--- src/rtl/db_pkg.sv ---
package db_pkg;

    // --------------------------------------------------
    // Default field widths
    // --------------------------------------------------
    localparam int DEF_KEY_WID   = 8;
    localparam int DEF_VALUE_WID = 16;

    // --------------------------------------------------
    // Command opcodes
    // --------------------------------------------------
    typedef enum logic [1:0] {
        OP_PUSH   = 2'd0,
        OP_POP    = 2'd1,
        OP_LOOKUP = 2'd2
    } db_op_t;

    // --------------------------------------------------
    // Command front end states
    // --------------------------------------------------
    // Idle, request issued and awaiting ack, response held
    typedef enum logic [1:0] {
        ST_IDLE = 2'd0,
        ST_REQ  = 2'd1,
        ST_RSP  = 2'd2
    } db_core_state_t;

endpackage : db_pkg

--- src/rtl/db_intf.sv ---
`timescale 1ns/1ps

interface db_intf #(
    parameter int KEY_WID   = 8,
    parameter int VALUE_WID = 16
) ();

    // Request side
    logic                 req;
    logic                 next;
    logic [KEY_WID-1:0]   key;
    logic [VALUE_WID-1:0] value;

    // Response side
    logic                 rdy;
    logic                 ack;
    logic                 error;
    logic                 hit;
    logic [KEY_WID-1:0]   rsp_key;
    logic [VALUE_WID-1:0] rsp_value;

    modport requester (
        output req,
        output next,
        output key,
        output value,
        input  rdy,
        input  ack,
        input  error,
        input  hit,
        input  rsp_key,
        input  rsp_value
    );

    modport responder (
        input  req,
        input  next,
        input  key,
        input  value,
        output rdy,
        output ack,
        output error,
        output hit,
        output rsp_key,
        output rsp_value
    );

endinterface : db_intf

--- src/rtl/db_fifo_ctrl.sv ---
`timescale 1ns/1ps

module db_fifo_ctrl #(
    parameter int SIZE = 8
) (
    input  logic                      clk,
    input  logic                      srst,
    input  logic                      push_req,
    input  logic                      pop_req,
    output logic                      push_safe,
    output logic                      pop_safe,
    output logic [$clog2(SIZE+1)-1:0] count,
    output logic                      full,
    output logic                      empty
);

    localparam int CNT_WID = $clog2(SIZE + 1);

    // --------------------------------------------------
    // Overflow and underflow protection
    // --------------------------------------------------
    assign push_safe = push_req && !full;
    assign pop_safe  = pop_req && !empty;

    // --------------------------------------------------
    // Occupancy
    // --------------------------------------------------
    always_ff @(posedge clk) begin
        if (srst) begin
            count <= '0;
        end else if (push_safe && !pop_safe) begin
            count <= count + CNT_WID'(1);
        end else if (pop_safe && !push_safe) begin
            count <= count - CNT_WID'(1);
        end
    end

    // Status follows the count directly
    assign full  = (count == CNT_WID'(SIZE));
    assign empty = (count == '0);

endmodule : db_fifo_ctrl

--- src/rtl/db_stash_fifo.sv ---
`timescale 1ns/1ps

module db_stash_fifo #(
    parameter int SIZE      = 8,
    parameter int KEY_WID   = 8,
    parameter int VALUE_WID = 16
) (
    input  logic                      clk,
    input  logic                      __srst,
    input  logic                      init,
    output logic                      init_done,
    db_intf.responder                 wr_if,
    db_intf.responder                 rd_if,
    output logic [$clog2(SIZE+1)-1:0] fill,
    output logic                      full,
    output logic                      empty
);

    localparam int IDX_WID = (SIZE > 1) ? $clog2(SIZE) : 1;
    localparam int CNT_WID = $clog2(SIZE + 1);

    logic                 db_srst;

    logic [KEY_WID-1:0]   key_mem   [SIZE];
    logic [VALUE_WID-1:0] value_mem [SIZE];
    logic [SIZE-1:0]      entry_vld;

    logic                 push_req;
    logic                 pop_req;
    logic                 push_safe;
    logic                 pop_safe;
    logic [CNT_WID-1:0]   count;
    logic [IDX_WID-1:0]   tail_idx;

    logic                 match;
    logic [IDX_WID-1:0]   match_idx;

    // --------------------------------------------------
    // Local reset and init
    // --------------------------------------------------
    always_ff @(posedge clk) begin
        if (__srst || init) begin
            db_srst <= 1'b1;
        end else begin
            db_srst <= 1'b0;
        end
    end

    // Ready one cycle after the local reset drops
    always_ff @(posedge clk) begin
        if (__srst || db_srst) begin
            init_done <= 1'b0;
        end else begin
            init_done <= 1'b1;
        end
    end

    // --------------------------------------------------
    // Occupancy control
    // --------------------------------------------------
    assign push_req = wr_if.req && wr_if.rdy && !wr_if.next;
    assign pop_req  = rd_if.req && rd_if.rdy && rd_if.next;

    db_fifo_ctrl #(
        .SIZE (SIZE)
    ) i_db_fifo_ctrl (
        .clk       (clk),
        .srst      (db_srst),
        .push_req  (push_req),
        .pop_req   (pop_req),
        .push_safe (push_safe),
        .pop_safe  (pop_safe),
        .count     (count),
        .full      (full),
        .empty     (empty)
    );

    assign fill = count;

    // Oldest entry sits just below the count
    assign tail_idx = IDX_WID'(count - CNT_WID'(1));

    // --------------------------------------------------
    // Storage
    // --------------------------------------------------
    // New entries enter at index 0, older ones move up
    always_ff @(posedge clk) begin
        if (push_safe) begin
            for (int i = SIZE - 1; i > 0; i--) begin
                key_mem[i]   <= key_mem[i-1];
                value_mem[i] <= value_mem[i-1];
            end
            key_mem[0]   <= wr_if.key;
            value_mem[0] <= wr_if.value;
        end
    end

    always_ff @(posedge clk) begin
        if (db_srst) begin
            entry_vld <= '0;
        end else if (push_safe) begin
            for (int i = SIZE - 1; i > 0; i--) begin
                entry_vld[i] <= entry_vld[i-1];
            end
            entry_vld[0] <= 1'b1;
        end else if (pop_safe) begin
            entry_vld[tail_idx] <= 1'b0;
        end
    end

    // --------------------------------------------------
    // Key search
    // --------------------------------------------------
    // Lowest matching index wins, i.e. the newest entry
    always_comb begin
        match     = 1'b0;
        match_idx = '0;
        for (int i = SIZE - 1; i >= 0; i--) begin
            if (entry_vld[i] && (key_mem[i] == rd_if.key)) begin
                match     = 1'b1;
                match_idx = IDX_WID'(i);
            end
        end
    end

    // --------------------------------------------------
    // Write side response
    // --------------------------------------------------
    assign wr_if.rdy       = init_done;
    assign wr_if.hit       = 1'b0;
    assign wr_if.rsp_key   = '0;
    assign wr_if.rsp_value = '0;

    always_ff @(posedge clk) begin
        if (db_srst) begin
            wr_if.ack <= 1'b0;
        end else begin
            wr_if.ack <= wr_if.req && wr_if.rdy;
        end
    end

    always_ff @(posedge clk) begin
        if (wr_if.req) begin
            wr_if.error <= full;
        end
    end

    // --------------------------------------------------
    // Read side response
    // --------------------------------------------------
    assign rd_if.rdy = init_done;

    always_ff @(posedge clk) begin
        if (db_srst) begin
            rd_if.ack <= 1'b0;
        end else begin
            rd_if.ack <= rd_if.req && rd_if.rdy;
        end
    end

    always_ff @(posedge clk) begin
        if (rd_if.req) begin
            if (rd_if.next) begin
                // Pop returns the oldest entry
                rd_if.error     <= empty;
                rd_if.hit       <= !empty;
                rd_if.rsp_key   <= empty ? '0 : key_mem[tail_idx];
                rd_if.rsp_value <= empty ? '0 : value_mem[tail_idx];
            end else begin
                rd_if.error     <= 1'b0;
                rd_if.hit       <= match;
                rd_if.rsp_key   <= match ? key_mem[match_idx] : '0;
                rd_if.rsp_value <= match ? value_mem[match_idx] : '0;
            end
        end
    end

endmodule : db_stash_fifo

--- src/rtl/db_core.sv ---
`timescale 1ns/1ps

module db_core #(
    parameter int KEY_WID   = 8,
    parameter int VALUE_WID = 16
) (
    input  logic                 clk,
    input  logic                 __srst,
    input  logic                 init_done,
    input  logic                 cmd_valid,
    output logic                 cmd_ready,
    input  db_pkg::db_op_t       cmd_op,
    input  logic [KEY_WID-1:0]   cmd_key,
    input  logic [VALUE_WID-1:0] cmd_value,
    output logic                 rsp_valid,
    input  logic                 rsp_ready,
    output logic                 rsp_hit,
    output logic                 rsp_error,
    output logic [KEY_WID-1:0]   rsp_key,
    output logic [VALUE_WID-1:0] rsp_value,
    db_intf.requester            wr_if,
    db_intf.requester            rd_if
);

    import db_pkg::*;

    db_core_state_t       state;
    logic                 req_pend;
    logic                 cmd_acc;

    db_op_t               op_q;
    logic [KEY_WID-1:0]   key_q;
    logic [VALUE_WID-1:0] value_q;

    assign cmd_ready = (state == ST_IDLE) && init_done;
    assign cmd_acc   = cmd_valid && cmd_ready;
    assign rsp_valid = (state == ST_RSP);

    // --------------------------------------------------
    // FSM
    // --------------------------------------------------
    always_ff @(posedge clk) begin
        if (__srst) begin
            state    <= ST_IDLE;
            req_pend <= 1'b0;
        end else begin
            req_pend <= 1'b0;
            case (state)
                ST_IDLE: begin
                    if (cmd_acc) begin
                        state    <= ST_REQ;
                        req_pend <= 1'b1;
                    end
                end
                ST_REQ: begin
                    if (wr_if.ack || rd_if.ack) begin
                        state <= ST_RSP;
                    end else if (!req_pend && !init_done) begin
                        // Stash was cleared under the request
                        state <= ST_IDLE;
                    end
                end
                ST_RSP: begin
                    if (rsp_ready) begin
                        state <= ST_IDLE;
                    end
                end
                default: state <= ST_IDLE;
            endcase
        end
    end

    // Command capture
    always_ff @(posedge clk) begin
        if (cmd_acc) begin
            op_q    <= cmd_op;
            key_q   <= cmd_key;
            value_q <= cmd_value;
        end
    end

    // --------------------------------------------------
    // Stash requests
    // --------------------------------------------------
    assign wr_if.req   = req_pend && (op_q == OP_PUSH) && wr_if.rdy;
    assign wr_if.next  = 1'b0;
    assign wr_if.key   = key_q;
    assign wr_if.value = value_q;

    assign rd_if.req   = req_pend && (op_q != OP_PUSH) && rd_if.rdy;
    assign rd_if.next  = (op_q == OP_POP);
    assign rd_if.key   = key_q;
    assign rd_if.value = '0;

    // --------------------------------------------------
    // Response register
    // --------------------------------------------------
    // Held unchanged until the response is taken
    always_ff @(posedge clk) begin
        if (state == ST_REQ) begin
            if (wr_if.ack) begin
                rsp_error <= wr_if.error;
                rsp_hit   <= 1'b0;
                rsp_key   <= '0;
                rsp_value <= '0;
            end else if (rd_if.ack) begin
                rsp_error <= rd_if.error;
                rsp_hit   <= rd_if.hit;
                rsp_key   <= rd_if.rsp_key;
                rsp_value <= rd_if.rsp_value;
            end
        end
    end

endmodule : db_core

--- src/rtl/db_stash_top.sv ---
`timescale 1ns/1ps

module db_stash_top #(
    parameter int SIZE      = 8,
    parameter int KEY_WID   = db_pkg::DEF_KEY_WID,
    parameter int VALUE_WID = db_pkg::DEF_VALUE_WID
) (
    input  logic                      clk,
    input  logic                      __srst,

    // Command channel
    input  logic                      cmd_valid,
    output logic                      cmd_ready,
    input  db_pkg::db_op_t            cmd_op,
    input  logic [KEY_WID-1:0]        cmd_key,
    input  logic [VALUE_WID-1:0]      cmd_value,

    // Response channel
    output logic                      rsp_valid,
    input  logic                      rsp_ready,
    output logic                      rsp_hit,
    output logic                      rsp_error,
    output logic [KEY_WID-1:0]        rsp_key,
    output logic [VALUE_WID-1:0]      rsp_value,

    // Init and status
    input  logic                      init,
    output logic                      init_done,
    output logic [$clog2(SIZE+1)-1:0] fill,
    output logic                      full,
    output logic                      empty
);

    db_intf #(.KEY_WID(KEY_WID), .VALUE_WID(VALUE_WID)) db_wr_if ();
    db_intf #(.KEY_WID(KEY_WID), .VALUE_WID(VALUE_WID)) db_rd_if ();

    db_core #(
        .KEY_WID   (KEY_WID),
        .VALUE_WID (VALUE_WID)
    ) i_db_core (
        .clk       (clk),
        .__srst    (__srst),
        .init_done (init_done),
        .cmd_valid (cmd_valid),
        .cmd_ready (cmd_ready),
        .cmd_op    (cmd_op),
        .cmd_key   (cmd_key),
        .cmd_value (cmd_value),
        .rsp_valid (rsp_valid),
        .rsp_ready (rsp_ready),
        .rsp_hit   (rsp_hit),
        .rsp_error (rsp_error),
        .rsp_key   (rsp_key),
        .rsp_value (rsp_value),
        .wr_if     (db_wr_if.requester),
        .rd_if     (db_rd_if.requester)
    );

    db_stash_fifo #(
        .SIZE      (SIZE),
        .KEY_WID   (KEY_WID),
        .VALUE_WID (VALUE_WID)
    ) i_db_stash_fifo (
        .clk       (clk),
        .__srst    (__srst),
        .init      (init),
        .init_done (init_done),
        .wr_if     (db_wr_if.responder),
        .rd_if     (db_rd_if.responder),
        .fill      (fill),
        .full      (full),
        .empty     (empty)
    );

endmodule : db_stash_top

--- config.mk ---
export PLATFORM = sky130hd
export DESIGN_NAME = db_stash_top
export DESIGN_NICKNAME = d
export VERILOG_FILES = /design/src/rtl/db_pkg.sv /design/src/rtl/db_intf.sv /design/src/rtl/db_fifo_ctrl.sv /design/src/rtl/db_stash_fifo.sv /design/src/rtl/db_core.sv /design/src/rtl/db_stash_top.sv
export SDC_FILE = /design/constraint.sdc
export NUM_CORES = 1
export LEC_CHECK = 0
export BUFFER_PORTS_ARGS = -buffer_cell sky130_fd_sc_hd__clkbuf_2
export CAP_MARGIN = 10
export CORE_ASPECT_RATIO = 0.75
export CORE_MARGIN = 2
export CORE_UTILIZATION = 40
export CTS_CLUSTER_DIAMETER = 60
export DETAILED_ROUTE_END_ITERATION = 8
export PLACE_DENSITY = 0.62
export SLEW_MARGIN = 20
export SYNTH_ARGS = -nofsm -noshare
export SYNTH_HDL_FRONTEND = slang
export SYNTH_SLANG_ARGS = --single-unit
export TNS_END_PERCENT = 100
--- constraint.sdc ---
create_clock -name clk -period 17.1 [get_ports clk]
set_input_delay 0.855 -clock clk [delete_from_list [all_inputs] [get_ports clk]]
set_output_delay 0.855 -clock clk [all_outputs]
set_load 0.02 [all_outputs]
==> impl_metrics.env <==
export IMPL_placed_cell_area_mm2=0.0141
export IMPL_hold_viol=0
export IMPL_postCtsSetupBuffers=0
export IMPL_crit_type="reg -> reg"
export IMPL_viasPerCell=5.74
export IMPL_muxShareOfSynthArea=0.123
export IMPL_cp_end_kind="flip-flop"
export IMPL_avgRoutedWirePerCell_um=22.8
export IMPL_core_mm2=0.0326
export IMPL_hold_buffers=0
export IMPL_synth_top_cell_area_share=0.610
export IMPL_syn_num_nets=978
export IMPL_grt_max_degree=202
export IMPL_nNetsFinal=1033
export IMPL_timing_fmax_mhz=244
export IMPL_rr_endpoint="i_db_stash_fifo.rd_if.rsp_value[0]$_DFFE_PP_"
export IMPL_ys_ff_latch=290
export IMPL_cts_buffers=30
export IMPL_postRouteAntennaNets=0
export IMPL_startpoint_type="flip-flop"
export IMPL_totalWireLength_mm=33.3
export IMPL_ys_seq_area_frac=0.639
export IMPL_critPathSlowestCell="buf_4"
export IMPL_synth_commonest_cells="edfxtp_1 (271), nand2_1 (72), mux2_2 (57)"
export IMPL_rows=57
export IMPL_ios=66
export IMPL_tns_ns=0
export IMPL_fp_dieH_um=162
export IMPL_synth_avg_cell_area_um2=14.1
export IMPL_port_buffers=65
export IMPL_cts_root_buffer="clkbuf_16"
export IMPL_drv_slew=0
export IMPL_hold_end="i_db_stash_fifo.value_mem[0][4]$_DFFE_PP_"
export IMPL_powerDensity_mw_per_mm2=95.3
export IMPL_whs_path_depth=0
export IMPL_cp_required_ns=17.37
export IMPL_overflow=0
export IMPL_p_total_mw=1.44
export IMPL_cts_sinks=290
export IMPL_status="finished clean"
export IMPL_grt_usage=0.190
export IMPL_grt_pass1_vias=7911
export IMPL_finClkSkew_ns=0.0173
export IMPL_gp_congestion=0.890
export IMPL_firstDrtPassIters=5
export IMPL_layout_area_overhead_vs_synth_pct=13.3
export IMPL_drive_above_1_share=0.219
export IMPL_vias=8386
export IMPL_worstReg2RegStart="i_db_stash_fifo.i_db_fifo_ctrl.count[0]$_SDFFE_PP0P_"
export IMPL_ys_types=46
export IMPL_min_period_ns=4.09
export IMPL_synthAdderAreaFrac=0.00375
export IMPL_grt_pass1_wl_mm=50.6
export IMPL_drc=0
export IMPL_fp_dieW_um=215
export IMPL_synth_simple_area_share=0.0818
export IMPL_initial_utilization=0.409
export IMPL_setup_viol=0
export IMPL_synthTopCellsByArea="edfxtp_1 (61%), mux2_2 (4.8%), mux4_2 (3.9%)"
export IMPL_r2r_setup_slack_ns=13.01
export IMPL_drt_iter0_drc=1041
export IMPL_yosysMostFrequentCell="edfxtp_1"
export IMPL_die_area_mm2=0.0348
export IMPL_clk_latency_ns=0.56
export IMPL_netlist_area_mm2=0.0133
export IMPL_min_period_over_period=0.239
export IMPL_cp_common_cell="a221oi_1"
export IMPL_cts_tree="built"
export IMPL_cts_resized=0
export IMPL_slowest_delay_ns=0.71
export IMPL_relSlewSlack=0.0116
export IMPL_leakage_nw=4.94
export IMPL_dpl_hpwl_mm=20.9
export IMPL_path_clk_slew_ns=0.07
export IMPL_clk_path_buf_depth=3
export IMPL_cp_data_arrival_time_ns=4.36
export IMPL_tightest_slew_ns=1.48
export IMPL_yosys_warnings=0
export IMPL_htree_num_levels=1
export IMPL_synth_top_family_by_area="multiplexers"
export IMPL_synth_compound_area_frac=0.0842
export IMPL_stdcell_area_mm2=0.0151
export IMPL_ys_flop_type="edfxtp_1"
export IMPL_synth_top_area_cell="edfxtp_1"
export IMPL_crit_fanout=57
export IMPL_rsz0062_at_grt="no"
export IMPL_crit_chain="buf_4 > clkinv_1 > ha_2 > buf_4 > mux2_2 > a221oi_1 > a21oi_1 > a221oi_1 > nor2_1 > a221oi_1 > o221ai_1"
export IMPL_final_util=0.464
export IMPL_synth_cells=943
export IMPL_synth_xor_area_frac=0.0460
export IMPL_peakVddDrop_uv=67.9
export IMPL_maxCapViolations=0
export IMPL_hold_start="i_db_core.wr_if.value[4]$_DFFE_PP_"
export IMPL_r2r_cells=11
export IMPL_hold_path_class="reg -> reg"
export IMPL_async_flop_share=0
export IMPL_antenna_found_initial=2
export IMPL_synth_edf_count=271
## logic make-up (layout without fill, tap and decap cells)
logic type,count (synthesis),in the layout
DFF,290,290
AOI/OAI and AO/OA,168,168
and+or+nand+nor,221,221
xor gates and xnor gates,70,70
adders and majority gates,4,4
muxes,125,125
other,0,1
buffers and inverters,65,141
## worst max-delay path: cells and delay by family (launching register included)
family | cells | cell delay [ns]
compound gates | 5 | 1.02
flops | 1 | 0.31
simple gates | 1 | 0.06
fa+ha+maj | 1 | 0.60
mux | 1 | 0.41
buf+inv | 3 | 1.37
## placed cells by master, fill, tap and decap left out, types with 5 or more instances in the layout
cell       synthesis  final
clkbuf_2           0     65
mux2_4             6      6
mux2_2            57     57
nor2_1            36     33
o22ai_1           15     15
a221o_1            6      6
a221oi_1          17     17
clkinv_1           1      6
a31oi_1            7      7
clkinv_2           0      6
clkbuf_16          0     31
xor2_1            24     23
nand3_1           18     18
inv_1              6      6
o21ai_0           33     33
mux2i_1           39     39
dfxtp_1           19     19
a311oi_1           5      5
edfxtp_1         271    271
buf_4              5     15
nand4_1           10     10
clkbuf_1          33      5
nand2_1           72     72
or3_1             16     16
nor2b_1           31     31
nor4_1             5      5
nor3_1            13     12
xnor2_1           46     45
mux4_2            23     23
o221ai_1          24     24
a21oi_1           48     48
## layout make-up
class	count	area [um2]
inverters	7	26.3
clock inverters	17	185
clock buffers	36	795
diodes	1	2.50
well taps	442	553
repair buffers	81	458
flip-flops and latches	290	8520
fillers	2853	17500
multi-input cells	588	4570
## flip-flops by register name, summed over array words and instances, names as in the netlist, 2 cells and up
register                              cells
i_db_core.op_q                            2
i_db_core.rd_if.key                       8
i_db_core.rsp_key                         8
i_db_core.rsp_value                      16
i_db_core.state                           2
i_db_core.wr_if.value                    16
i_db_stash_fifo.entry_vld                 8
i_db_stash_fifo.i_db_fifo_ctrl.count      4
i_db_stash_fifo.key_mem                  64
i_db_stash_fifo.rd_if.rsp_key             8
i_db_stash_fifo.rd_if.rsp_value          16
i_db_stash_fifo.value_mem               128
## report_power, final
part | leakage [nW] | total [mW] | switching, mW | internal (mW)
clock | 0.480 | 0.661 | 0.272 | 0.389
combinational | 1.80 | 0.0104 | 0.00556 | 0.00480
sequential | 2.66 | 0.770 | 0.00238 | 0.767
## stage by stage
stage                     instances  hold WS, ns  worst slack (ns)
final                          1462        0.417             13.01
after global routing           1461        0.429             12.75
after CTS                      1461        0.421             13.06
after detailed placement       1408        0.406             13.06
after global placement         1408        0.403             13.10
after floorplan                 943        0.400              4.78
## worst max-delay path by stage
stage	cells after the start	end	slack, ns	from
after floorplan	13	i_db_stash_fifo.i_db_fifo_ctrl.count[2]$_SDFFE_PP0P_	4.78	i_db_stash_fifo.i_db_fifo_ctrl.count[0]$_SDFFE_PP0P_
after global placement	10	i_db_stash_fifo.rd_if.rsp_key[1]$_DFFE_PP_	13.10	i_db_stash_fifo.i_db_fifo_ctrl.count[0]$_SDFFE_PP0P_
after detailed placement	10	i_db_stash_fifo.rd_if.rsp_key[1]$_DFFE_PP_	13.06	i_db_stash_fifo.i_db_fifo_ctrl.count[0]$_SDFFE_PP0P_
after CTS	11	i_db_stash_fifo.rd_if.rsp_value[0]$_DFFE_PP_	13.06	i_db_stash_fifo.i_db_fifo_ctrl.count[0]$_SDFFE_PP0P_
after global routing	11	i_db_stash_fifo.rd_if.rsp_value[0]$_DFFE_PP_	12.75	i_db_stash_fifo.i_db_fifo_ctrl.count[0]$_SDFFE_PP0P_
final	11	i_db_stash_fifo.rd_if.rsp_value[0]$_DFFE_PP_	13.01	i_db_stash_fifo.i_db_fifo_ctrl.count[0]$_SDFFE_PP0P_
## metal layers
metal / vias to the layer above / part of all wire / routed length [um] / GRT usage
li1: 3778 / - / - / -
met1: 4119 / 0.50 / 16600 / 0.317
met2: 430 / 0.38 / 12800 / 0.246
met3: 59 / 0.094 / 3140 / 0.0393
met4: 0 / 0.022 / 749 / 0.0445
met5: - / 0 / 0 / 0
No activity file was read; power rests on OpenSTA's default activity.
